[src/logic/mipsIsaPkg.sv]
`default_nettype none

package mipsIsaPkg;

	////////////////////////////////////////////////////////////
	// Instruction field widths
	////////////////////////////////////////////////////////////
	localparam int OpcodeWidth  = 6;
	localparam int FunctWidth   = 6;
	localparam int RegAddrWidth = 5;

	typedef logic [OpcodeWidth-1:0]  opcode_t;
	typedef logic [FunctWidth-1:0]   funct_t;
	typedef logic [RegAddrWidth-1:0] regAddr_t;

	////////////////////////////////////////////////////////////
	// Primary opcodes, instr[31:26]
	////////////////////////////////////////////////////////////
	localparam opcode_t OpRtype = 6'b000000; // SPECIAL, funct selects
	localparam opcode_t OpOri   = 6'b001101;
	localparam opcode_t OpLui   = 6'b001111;
	localparam opcode_t OpLw    = 6'b100011;
	localparam opcode_t OpSw    = 6'b101011;
	localparam opcode_t OpBeq   = 6'b000100;
	localparam opcode_t OpJ     = 6'b000010;

	// Funct codes under SPECIAL, instr[5:0]
	localparam funct_t FnAddu  = 6'b100001;
	localparam funct_t FnSubu  = 6'b100011;
	localparam funct_t FnAnd   = 6'b100100;
	localparam funct_t FnOr    = 6'b100101;
	localparam funct_t FnSlt   = 6'b101010;
	localparam funct_t FnMultu = 6'b011001;
	localparam funct_t FnMfhi  = 6'b010000;
	localparam funct_t FnMflo  = 6'b010010;

endpackage

`default_nettype wire

[src/logic/coreTypesPkg.sv]
`default_nettype none

package coreTypesPkg;

	localparam int DataWidth = 32;
	typedef logic [DataWidth-1:0] word_t;

	localparam int MulSteps = 32; // One step per multiplier bit
	typedef logic [5:0] stepCount_t;

	typedef enum logic [2:0] {
		StFetch,
		StDecode,
		StExecute,
		StMulWait,
		StMemory,
		StWriteback
	} coreState_t;

	typedef enum logic [2:0] {AluAdd, AluSub, AluAnd, AluOr, AluSlt, AluLui} aluOp_t;

	// Source of the register write value
	typedef enum logic [1:0] {WbAlu, WbMem, WbHi, WbLo} wbSel_t;

endpackage

`default_nettype wire

[src/logic/mduTimer.sv]
`timescale 1ns/1ps
`default_nettype none

module mduTimer (
	input  wire  clk,
	input  wire  reset,
	input  wire  mulStart,
	output logic mulDone
);
	import coreTypesPkg::*;

	stepCount_t stepsLeft;

	always_ff @(posedge clk) begin
		if (reset) begin
			stepsLeft <= '0;
		end else if (mulStart) begin
			stepsLeft <= stepCount_t'(MulSteps);
		end else if (stepsLeft != '0) begin
			stepsLeft <= stepsLeft - stepCount_t'(1);
		end
	end

	// High during the last step, so the wait lasts MulSteps cycles
	assign mulDone = (stepsLeft == stepCount_t'(1));
endmodule

`default_nettype wire

[src/logic/pcUnit.sv]
`timescale 1ns/1ps
`default_nettype none

module pcUnit #(
	parameter coreTypesPkg::word_t ResetPc = 32'h0000_3000
) (
	input  wire                       clk,
	input  wire                       reset,
	input  wire                       pcWrite,
	input  wire                       irWrite,
	input  wire                       branchTaken,
	input  wire                       jumpTaken,
	input  wire coreTypesPkg::word_t  iInstRdata,
	output coreTypesPkg::word_t       pc,
	output coreTypesPkg::word_t       instr,
	output coreTypesPkg::word_t       instrPc  // Address the held instruction came from
);
	import coreTypesPkg::*;

	word_t branchTarget;
	word_t jumpTarget;
	word_t nextPc;

	// After fetch pc already holds PC + 4
	assign branchTarget = pc + {{14{instr[15]}}, instr[15:0], 2'b00};
	assign jumpTarget   = {pc[31:28], instr[25:0], 2'b00};
	assign nextPc       = jumpTaken ? jumpTarget : branchTaken ? branchTarget : pc + 32'd4;

	always_ff @(posedge clk) begin
		if (reset) begin
			pc <= ResetPc;
		end else if (pcWrite) begin
			pc <= nextPc;
		end
	end

	always_ff @(posedge clk) begin
		if (irWrite) begin
			instr   <= iInstRdata;
			instrPc <= pc;
		end
	end
endmodule

`default_nettype wire

[src/logic/regFile.sv]
`timescale 1ns/1ps
`default_nettype none

module regFile (
	input  wire                        clk,
	input  wire                        reset,
	input  wire coreTypesPkg::word_t   instr,
	input  wire                        regWrite,
	input  wire mipsIsaPkg::regAddr_t  regWriteAddr,
	input  wire coreTypesPkg::word_t   writeData,
	output coreTypesPkg::word_t        rsData,
	output coreTypesPkg::word_t        rtData
);
	import coreTypesPkg::*;
	import mipsIsaPkg::*;

	word_t    regs [2**RegAddrWidth];
	regAddr_t rsAddr;
	regAddr_t rtAddr;

	assign rsAddr = instr[25:21];
	assign rtAddr = instr[20:16];

	always_ff @(posedge clk) begin
		if (reset) begin
			for (int i = 0; i < 2**RegAddrWidth; i++) begin
				regs[i] <= '0;
			end
		end else if (regWrite && regWriteAddr != '0) begin // $0 stays zero
			regs[regWriteAddr] <= writeData;
		end
	end

	// Asynchronous read, stable for the whole instruction
	assign rsData = regs[rsAddr];
	assign rtData = regs[rtAddr];
endmodule

`default_nettype wire

[src/logic/execUnit.sv]
`timescale 1ns/1ps
`default_nettype none

module execUnit (
	input  wire coreTypesPkg::word_t   rsData,
	input  wire coreTypesPkg::word_t   rtData,
	input  wire coreTypesPkg::word_t   instr,
	input  wire coreTypesPkg::aluOp_t  aluOp,
	input  wire                        useImm,
	input  wire                        zeroExt,
	input  wire coreTypesPkg::word_t   mDataRdata,
	input  wire coreTypesPkg::word_t   hi,
	input  wire coreTypesPkg::word_t   lo,
	input  wire coreTypesPkg::wbSel_t  wbSel,
	output coreTypesPkg::word_t        aluResult,
	output logic                       aluZero,
	output coreTypesPkg::word_t        writeData
);
	import coreTypesPkg::*;

	word_t immExt;
	word_t srcB;

	assign immExt = zeroExt ? {16'h0000, instr[15:0]} : {{16{instr[15]}}, instr[15:0]};
	assign srcB   = useImm ? immExt : rtData;

	always_comb begin
		case (aluOp)
			AluAdd:  aluResult = rsData + srcB;
			AluSub:  aluResult = rsData - srcB;
			AluAnd:  aluResult = rsData & srcB;
			AluOr:   aluResult = rsData | srcB;
			AluSlt:  aluResult = word_t'($signed(rsData) < $signed(srcB));
			AluLui:  aluResult = {instr[15:0], 16'h0000};
			default: aluResult = rsData + srcB;
		endcase
	end

	assign aluZero = (aluResult == '0); // beq runs a subtract

	// Write-back source
	always_comb begin
		case (wbSel)
			WbMem:   writeData = mDataRdata;
			WbHi:    writeData = hi;
			WbLo:    writeData = lo;
			default: writeData = aluResult;
		endcase
	end
endmodule

`default_nettype wire

[src/logic/mulDivUnit.sv]
`timescale 1ns/1ps
`default_nettype none

module mulDivUnit (
	input  wire                       clk,
	input  wire                       reset,
	input  wire coreTypesPkg::word_t  rsData,
	input  wire coreTypesPkg::word_t  rtData,
	input  wire                       mulStart,
	input  wire                       mulStep,
	output coreTypesPkg::word_t       hi,
	output coreTypesPkg::word_t       lo
);
	import coreTypesPkg::*;

	word_t              multiplicand;
	logic [DataWidth:0] partialSum;

	// Add into the upper half and keep the carry for the shift
	assign partialSum = {1'b0, hi} + (lo[0] ? {1'b0, multiplicand} : '0);

	always_ff @(posedge clk) begin
		if (mulStart) begin
			multiplicand <= rsData;
		end
	end

	////////////////////////////////////////////////////////////
	// HI/LO double as the product register
	////////////////////////////////////////////////////////////
	always_ff @(posedge clk) begin
		if (reset) begin
			hi <= '0;
			lo <= '0;
		end else if (mulStart) begin
			hi <= '0;
			lo <= rtData; // Multiplier leaves LO as product bits come in
		end else if (mulStep) begin
			hi <= partialSum[DataWidth:1];
			lo <= {partialSum[0], lo[DataWidth-1:1]};
		end
	end
endmodule

`default_nettype wire

[src/logic/coreControl.sv]
`timescale 1ns/1ps
`default_nettype none

module coreControl (
	input  wire                       clk,
	input  wire                       reset,
	input  wire coreTypesPkg::word_t  instr,
	input  wire                       aluZero,
	input  wire                       mulDone,
	output logic                      pcWrite,
	output logic                      irWrite,
	output logic                      branchTaken,
	output logic                      jumpTaken,
	output logic                      regWrite,
	output mipsIsaPkg::regAddr_t      regWriteAddr,
	output coreTypesPkg::wbSel_t      wbSel,
	output coreTypesPkg::aluOp_t      aluOp,
	output logic                      useImm,
	output logic                      zeroExt,
	output logic                      mulStart,
	output logic                      mulStep,
	output logic                      memWrite
);
	import coreTypesPkg::*;
	import mipsIsaPkg::*;

	opcode_t    opcode;
	funct_t     funct;
	logic       isRtype;
	logic       isAluR;
	logic       isMultu;
	logic       isMfhi;
	logic       isMflo;
	logic       isWriteback;
	coreState_t state;
	coreState_t nextState;

	////////////////////////////////////////////////////////////
	// Decode of the held instruction
	////////////////////////////////////////////////////////////
	assign opcode  = instr[31:26];
	assign funct   = instr[5:0];
	assign isRtype = (opcode == OpRtype);
	assign isAluR  = isRtype && (funct == FnAddu || funct == FnSubu || funct == FnAnd ||
		funct == FnOr || funct == FnSlt);
	assign isMultu = isRtype && (funct == FnMultu);
	assign isMfhi  = isRtype && (funct == FnMfhi);
	assign isMflo  = isRtype && (funct == FnMflo);

	// Everything that ends in a register write
	assign isWriteback = isAluR || isMfhi || isMflo || opcode == OpOri || opcode == OpLui;

	always_ff @(posedge clk) begin
		if (reset) begin
			state <= StFetch;
		end else begin
			state <= nextState;
		end
	end

	always_comb begin
		nextState = StFetch;
		case (state)
			StFetch:  nextState = StDecode;
			StDecode: nextState = StExecute;
			StExecute: begin
				if (isMultu) begin
					nextState = StMulWait;
				end else if (opcode == OpLw || opcode == OpSw) begin
					nextState = StMemory;
				end else if (isWriteback) begin
					nextState = StWriteback;
				end // beq, j and unknown codes go back to fetch
			end
			StMulWait:   nextState = mulDone ? StFetch : StMulWait;
			StMemory:    nextState = (opcode == OpLw) ? StWriteback : StFetch;
			StWriteback: nextState = StFetch;
			default:     nextState = StFetch;
		endcase
	end

	////////////////////////////////////////////////////////////
	// Steering
	////////////////////////////////////////////////////////////
	assign irWrite     = (state == StFetch);
	assign branchTaken = (state == StExecute) && opcode == OpBeq && aluZero;
	assign jumpTaken   = (state == StExecute) && opcode == OpJ;
	assign pcWrite     = irWrite || branchTaken || jumpTaken; // PC + 4 in fetch

	assign regWrite     = (state == StWriteback);
	assign regWriteAddr = isRtype ? instr[15:11] : instr[20:16]; // rd or rt
	assign memWrite     = (state == StMemory) && opcode == OpSw;
	assign mulStart     = (state == StExecute) && isMultu;
	assign mulStep      = (state == StMulWait);

	assign useImm  = (opcode == OpOri || opcode == OpLui || opcode == OpLw || opcode == OpSw);
	assign zeroExt = (opcode == OpOri);

	always_comb begin
		aluOp = AluAdd; // lw, sw and addu
		if (isRtype) begin
			case (funct)
				FnSubu:  aluOp = AluSub;
				FnAnd:   aluOp = AluAnd;
				FnOr:    aluOp = AluOr;
				FnSlt:   aluOp = AluSlt;
				default: aluOp = AluAdd;
			endcase
		end else if (opcode == OpOri) begin
			aluOp = AluOr;
		end else if (opcode == OpLui) begin
			aluOp = AluLui;
		end else if (opcode == OpBeq) begin
			aluOp = AluSub; // Equal when the difference is zero
		end
	end

	assign wbSel = (opcode == OpLw) ? WbMem : isMfhi ? WbHi : isMflo ? WbLo : WbAlu;
endmodule

`default_nettype wire

[src/logic/mipsCore.sv]
`timescale 1ns/1ps
`default_nettype none

module mipsCore #(
	parameter coreTypesPkg::word_t ResetPc = 32'h0000_3000
) (
	input  wire                       clk,
	input  wire                       reset,
	input  wire coreTypesPkg::word_t  iInstRdata,  // Instruction word at iInstAddr
	input  wire coreTypesPkg::word_t  mDataRdata,  // Load data at mDataAddr
	output coreTypesPkg::word_t       iInstAddr,
	output coreTypesPkg::word_t       mDataAddr,
	output coreTypesPkg::word_t       mDataWdata,
	output logic [3:0]                mDataByteen,
	output logic                      wGrfWe,      // Register write trace
	output mipsIsaPkg::regAddr_t      wGrfAddr,
	output coreTypesPkg::word_t       wGrfWdata,
	output coreTypesPkg::word_t       wInstAddr    // PC of the retiring instruction
);
	import coreTypesPkg::*;
	import mipsIsaPkg::*;

	// Control to datapath
	logic     pcWrite;
	logic     irWrite;
	logic     branchTaken;
	logic     jumpTaken;
	logic     regWrite;
	regAddr_t regWriteAddr;
	wbSel_t   wbSel;
	aluOp_t   aluOp;
	logic     useImm;
	logic     zeroExt;
	logic     mulStart;
	logic     mulStep;
	logic     mulDone;
	logic     memWrite;

	// Datapath
	word_t pc;
	word_t instr;
	word_t instrPc;
	word_t rsData;
	word_t rtData;
	word_t aluResult;
	logic  aluZero;
	word_t writeData;
	word_t hi;
	word_t lo;

	////////////////////////////////////////////////////////////
	// Control
	////////////////////////////////////////////////////////////
	coreControl control (
		.clk, .reset, .instr, .aluZero, .mulDone,
		.pcWrite, .irWrite, .branchTaken, .jumpTaken,
		.regWrite, .regWriteAddr, .wbSel,
		.aluOp, .useImm, .zeroExt,
		.mulStart, .mulStep, .memWrite
	);

	mduTimer timer (.clk, .reset, .mulStart, .mulDone);

	////////////////////////////////////////////////////////////
	// Datapath
	////////////////////////////////////////////////////////////
	pcUnit #(.ResetPc(ResetPc)) fetch (
		.clk, .reset, .pcWrite, .irWrite, .branchTaken, .jumpTaken,
		.iInstRdata, .pc, .instr, .instrPc
	);

	regFile grf (
		.clk, .reset, .instr, .regWrite, .regWriteAddr, .writeData,
		.rsData, .rtData
	);

	execUnit exec (
		.rsData, .rtData, .instr, .aluOp, .useImm, .zeroExt,
		.mDataRdata, .hi, .lo, .wbSel,
		.aluResult, .aluZero, .writeData
	);

	mulDivUnit mdu (.clk, .reset, .rsData, .rtData, .mulStart, .mulStep, .hi, .lo);

	////////////////////////////////////////////////////////////
	// External ports
	////////////////////////////////////////////////////////////
	assign iInstAddr   = pc;
	assign mDataAddr   = aluResult;    // rs + offset for lw and sw
	assign mDataWdata  = rtData;
	assign mDataByteen = {4{memWrite}}; // Whole words only

	assign wGrfWe    = regWrite;
	assign wGrfAddr  = regWriteAddr;
	assign wGrfWdata = writeData;
	assign wInstAddr = instrPc;
endmodule

`default_nettype wire

[config.mk]
export PLATFORM = sky130hd
export DESIGN_NAME = mipsCore
export DESIGN_NICKNAME = d
export VERILOG_FILES = /design/src/logic/mipsIsaPkg.sv /design/src/logic/coreTypesPkg.sv /design/src/logic/mduTimer.sv /design/src/logic/pcUnit.sv /design/src/logic/regFile.sv /design/src/logic/execUnit.sv /design/src/logic/mulDivUnit.sv /design/src/logic/coreControl.sv /design/src/logic/mipsCore.sv
export SDC_FILE = /design/constraint.sdc
export NUM_CORES = 2
export LEC_CHECK = 0
export BUFFER_PORTS_ARGS = -buffer_cell sky130_fd_sc_hd__buf_2
export CAP_MARGIN = 5
export CORE_MARGIN = 8
export CORE_UTILIZATION = 55
export CTS_BUF_LIST = sky130_fd_sc_hd__clkbuf_2 sky130_fd_sc_hd__clkbuf_4 sky130_fd_sc_hd__clkbuf_8
export CTS_CLUSTER_SIZE = 30
export DETAILED_ROUTE_END_ITERATION = 7
export HOLD_SLACK_MARGIN = 0.02
export PLACE_DENSITY = 0.83
export SLEW_MARGIN = 30
export SYNTH_ARGS = -nofsm -noshare
export SYNTH_HDL_FRONTEND = slang
export SYNTH_SLANG_ARGS = --single-unit
[constraint.sdc]
create_clock -name clk -period 30.1 [get_ports clk]
set_input_delay 3.01 -clock clk [delete_from_list [all_inputs] [get_ports clk]]
set_output_delay 3.01 -clock clk [all_outputs]
set_load 0.05 [all_outputs]
==> impl_metrics.env <==
export IMPL_cpPeakStageDelay_ns=0.84
export IMPL_setup_violations=0
export IMPL_finalInstanceArea_um2=76300
export IMPL_grt_ovfl_total=0
export IMPL_max_freq_mhz=73.6
export IMPL_synthFlopType="edfxtp_1"
export IMPL_antenna_found_initial=16
export IMPL_placed_area_um2=72300
export IMPL_cts_setup_buffers=0
export IMPL_whs_ns=0.477
export IMPL_drtPass1Iterations=8
export IMPL_worstPathRequired_ns=30.92
export IMPL_period_share=0.451
export IMPL_grt_pass1_vias=53208
export IMPL_syn_inst=5388
export IMPL_avgSynthCellArea_um2=12.8
export IMPL_skew_ns=0.0871
export IMPL_netlist_area_um2=68900
export IMPL_final_cells=7365
export IMPL_cts_tree="yes"
export IMPL_drv_cap=0
export IMPL_cp_max_fo=39
export IMPL_ir_worst_vdd_mv=0.0941
export IMPL_routabilityCongestion=1.06
export IMPL_fin_crit_ns=13.58
export IMPL_dpl_hpwl_mm=166
export IMPL_grt_max_degree=69
export IMPL_grt_usage=0.365
export IMPL_cp_arrival_ns=14.40
export IMPL_power_density_nw_per_um2=105
export IMPL_hold_viol_final=0
export IMPL_io_pins=236
export IMPL_cts_root_buf="clkbuf_8"
export IMPL_htreeDepth=4
export IMPL_synth_seq_cells=1231
export IMPL_holdBufCountCts=0
export IMPL_die_w_um=370
export IMPL_cts_buffers_inserted=197
export IMPL_yosysUniqueCellTypes=88
export IMPL_numPortBuffers=231
export IMPL_hold_class="flop to flop"
export IMPL_start_util=0.551
export IMPL_clockBufferDepth=3
export IMPL_die_area_um2=137000
export IMPL_fin_tns_setup_ns=0
export IMPL_via_per_inst=7.24
export IMPL_clkTransAtPathRegs_ns=0.06
export IMPL_slowest_stage="dfxtp_4"
export IMPL_core_area_um2=125000
export IMPL_layout_nets=5777
export IMPL_start_kind="flop"
export IMPL_violations="design-rule violations"
export IMPL_slew_limit_headroom=0.244
export IMPL_die_h_um=370
export IMPL_crit_top_cell="o21ai_0"
export IMPL_rsz0062_at_grt="no"
export IMPL_finalMaxSlewViolations=0
export IMPL_yosysSeqAreaShare=0.520
export IMPL_dr_total_vias=53301
export IMPL_path_class="flop to flop"
export IMPL_drcViolationCount=35
export IMPL_synth_warnings=0
export IMPL_synth_edff_count=1118
export IMPL_drtIter0Drc=9881
export IMPL_crit_path_end_kind="flop"
export IMPL_place_inst=6990
export IMPL_utilization=0.610
export IMPL_cts_sinks=1231
export IMPL_max_slew_worst_pin_slew_ns=1.10
export IMPL_synthArstFlopShare=0
export IMPL_avgRoutedWirePerCell_um=34.8
export IMPL_ant_nets=0
export IMPL_syn_to_final_growth_pct=10.6
export IMPL_num_rows=130
export IMPL_routed_wirelength_mm=256
export IMPL_outcome="finished with violations"
export IMPL_p_leak_nw=28.9
export IMPL_post_cts_resize_count=0
export IMPL_critical_path_buf_inv_count=4
export IMPL_path_delay_family="compound AO/OA/AOI/OAI gates"
export IMPL_drive_above_1_share=0.263
export IMPL_grt_first_pass_wirelength_mm=362
export IMPL_clk_latency_ns=0.98
## layer usage
layer,GRT usage,wire (um),vias up
met5,0.00249,337,-
met4,0.265,23900,14
li1,-,-,20664
met1,0.431,77000,25496
met2,0.540,110000,5610
met3,0.147,45200,1517
## report_power, final
| group | switching [mW] | total, mW | internal [mW] |
|---|---|---|---|
| sequential | 0.0999 | 2.04 | 1.94 |
| clock | 0.717 | 1.47 | 0.750 |
| combinational | 3.32 | 4.48 | 1.16 |
| total | 4.13 | 7.99 | 3.86 |
## synthesized netlist by cell type, types with 6 or more instances
cell type	number	area [um2]
nand2_1	294	1100
edfxtp_1	1118	33600
a31oi_1	25	156
o211ai_1	18	135
nand3_1	55	275
buf_1	65	244
buf_2	10	50.1
nor3_1	51	255
ha_1	167	2090
or3_1	16	100
o2bb2ai_1	8	70.1
xnor2_1	46	403
a22oi_1	29	218
a311oi_1	37	324
o22ai_1	10	62.6
nor2b_1	21	131
o221ai_1	10	87.6
mux2_2	21	236
a221oi_1	33	289
o41ai_1	6	52.6
and3_1	14	87.6
dfxtp_1	113	2260
a21oi_1	195	976
nand2b_1	55	344
o31ai_1	13	97.6
xor2_1	19	166
or2_2	13	81.3
clkbuf_1	388	1460
a211o_1	7	61.3
buf_4	10	75.1
o21ai_0	95	475
a211oi_1	22	165
nand4_1	19	119
o21a_1	17	128
a221o_1	9	90.1
nand4b_1	6	52.6
mux2i_1	80	801
a21o_1	56	420
and2_1	52	325
nor4_1	15	93.8
mux4_2	640	14400
or4_1	9	67.6
nor2_1	1193	4480
inv_1	183	687
o21bai_1	16	120
## registers in the layout (all words and copies together) (netlist names), named ones only
name,flops
control.state,3
fetch.instr,32
fetch.instrPc,30
fetch.pc,30
grf.regs,1024
mdu.hi,32
mdu.lo,32
mdu.multiplicand,32
timer.stepsLeft,6
## stage by stage
stage / setup WS, ns / total power [mW]
CTS: 16.65 / 7.78
global placement: 16.83 / 6.29
global route: 15.39 / 8.12
detailed placement: 16.75 / 6.33
finish: 16.52 / 7.99
floorplan: 19.92 / 4.74
## layout by cell type (no fill, tap or decap), types with 54 or more instances in the layout
cell      count
dfxtp_1     103
o21ai_0      95
mux2i_1      78
clkbuf_8    202
ha_1        167
inv_1       181
mux4_2      640
buf_2       230
a21oi_1     194
buf_4       163
a21o_1       56
nor2_1     1190
edfxtp_1   1118
nand3_1      54
clkbuf_4     68
nand2_1     291
## final cells by class
cell class / count / area (um2)
Sequential cell: 1231 / 35900
Timing Repair Buffer: 395 / 2410
Tap cell: 1650 / 2060
Antenna cell: 17 / 42.5
Clock buffer: 270 / 3290
Clock inverter: 87 / 636
Inverter: 183 / 687
Multi-Input combinational cell: 3532 / 31300
Fill cell: 8938 / 48800
## logic make-up (layout without fill, tap and decap cells)
family	Yosys count	after routing	synth area share
XOR/XNOR	65	65	0.00826
AND/OR/NAND/NOR	1839	1839	0.112
flip-flops	1231	1231	0.520
buffers and inverters	660	935	0.0371
multiplexers	741	741	0.224
AO/OA/AOI/OAI	680	680	0.0671
adder cells (fa/ha/maj)	171	171	0.0315
other	1	53	0.0000544
## path summary, 6_finish.rpt
kind,from,end,slack (ns),cells after the start
max,flop,fetch.pc[28],16.52,38
min,mdu.lo[13],mdu.lo[12],0.48,2
max reg2reg,flop,fetch.pc[28],16.52,38
min reg2reg,mdu.lo[13],mdu.lo[12],0.48,2
## worst min-delay path: cells and delay by family (launching register included)
family	cells	cell delay (ns)
flops	1	0.33
simple gates	1	0.06
compound gates	1	0.08
Power figures use the tool's default switching activity.
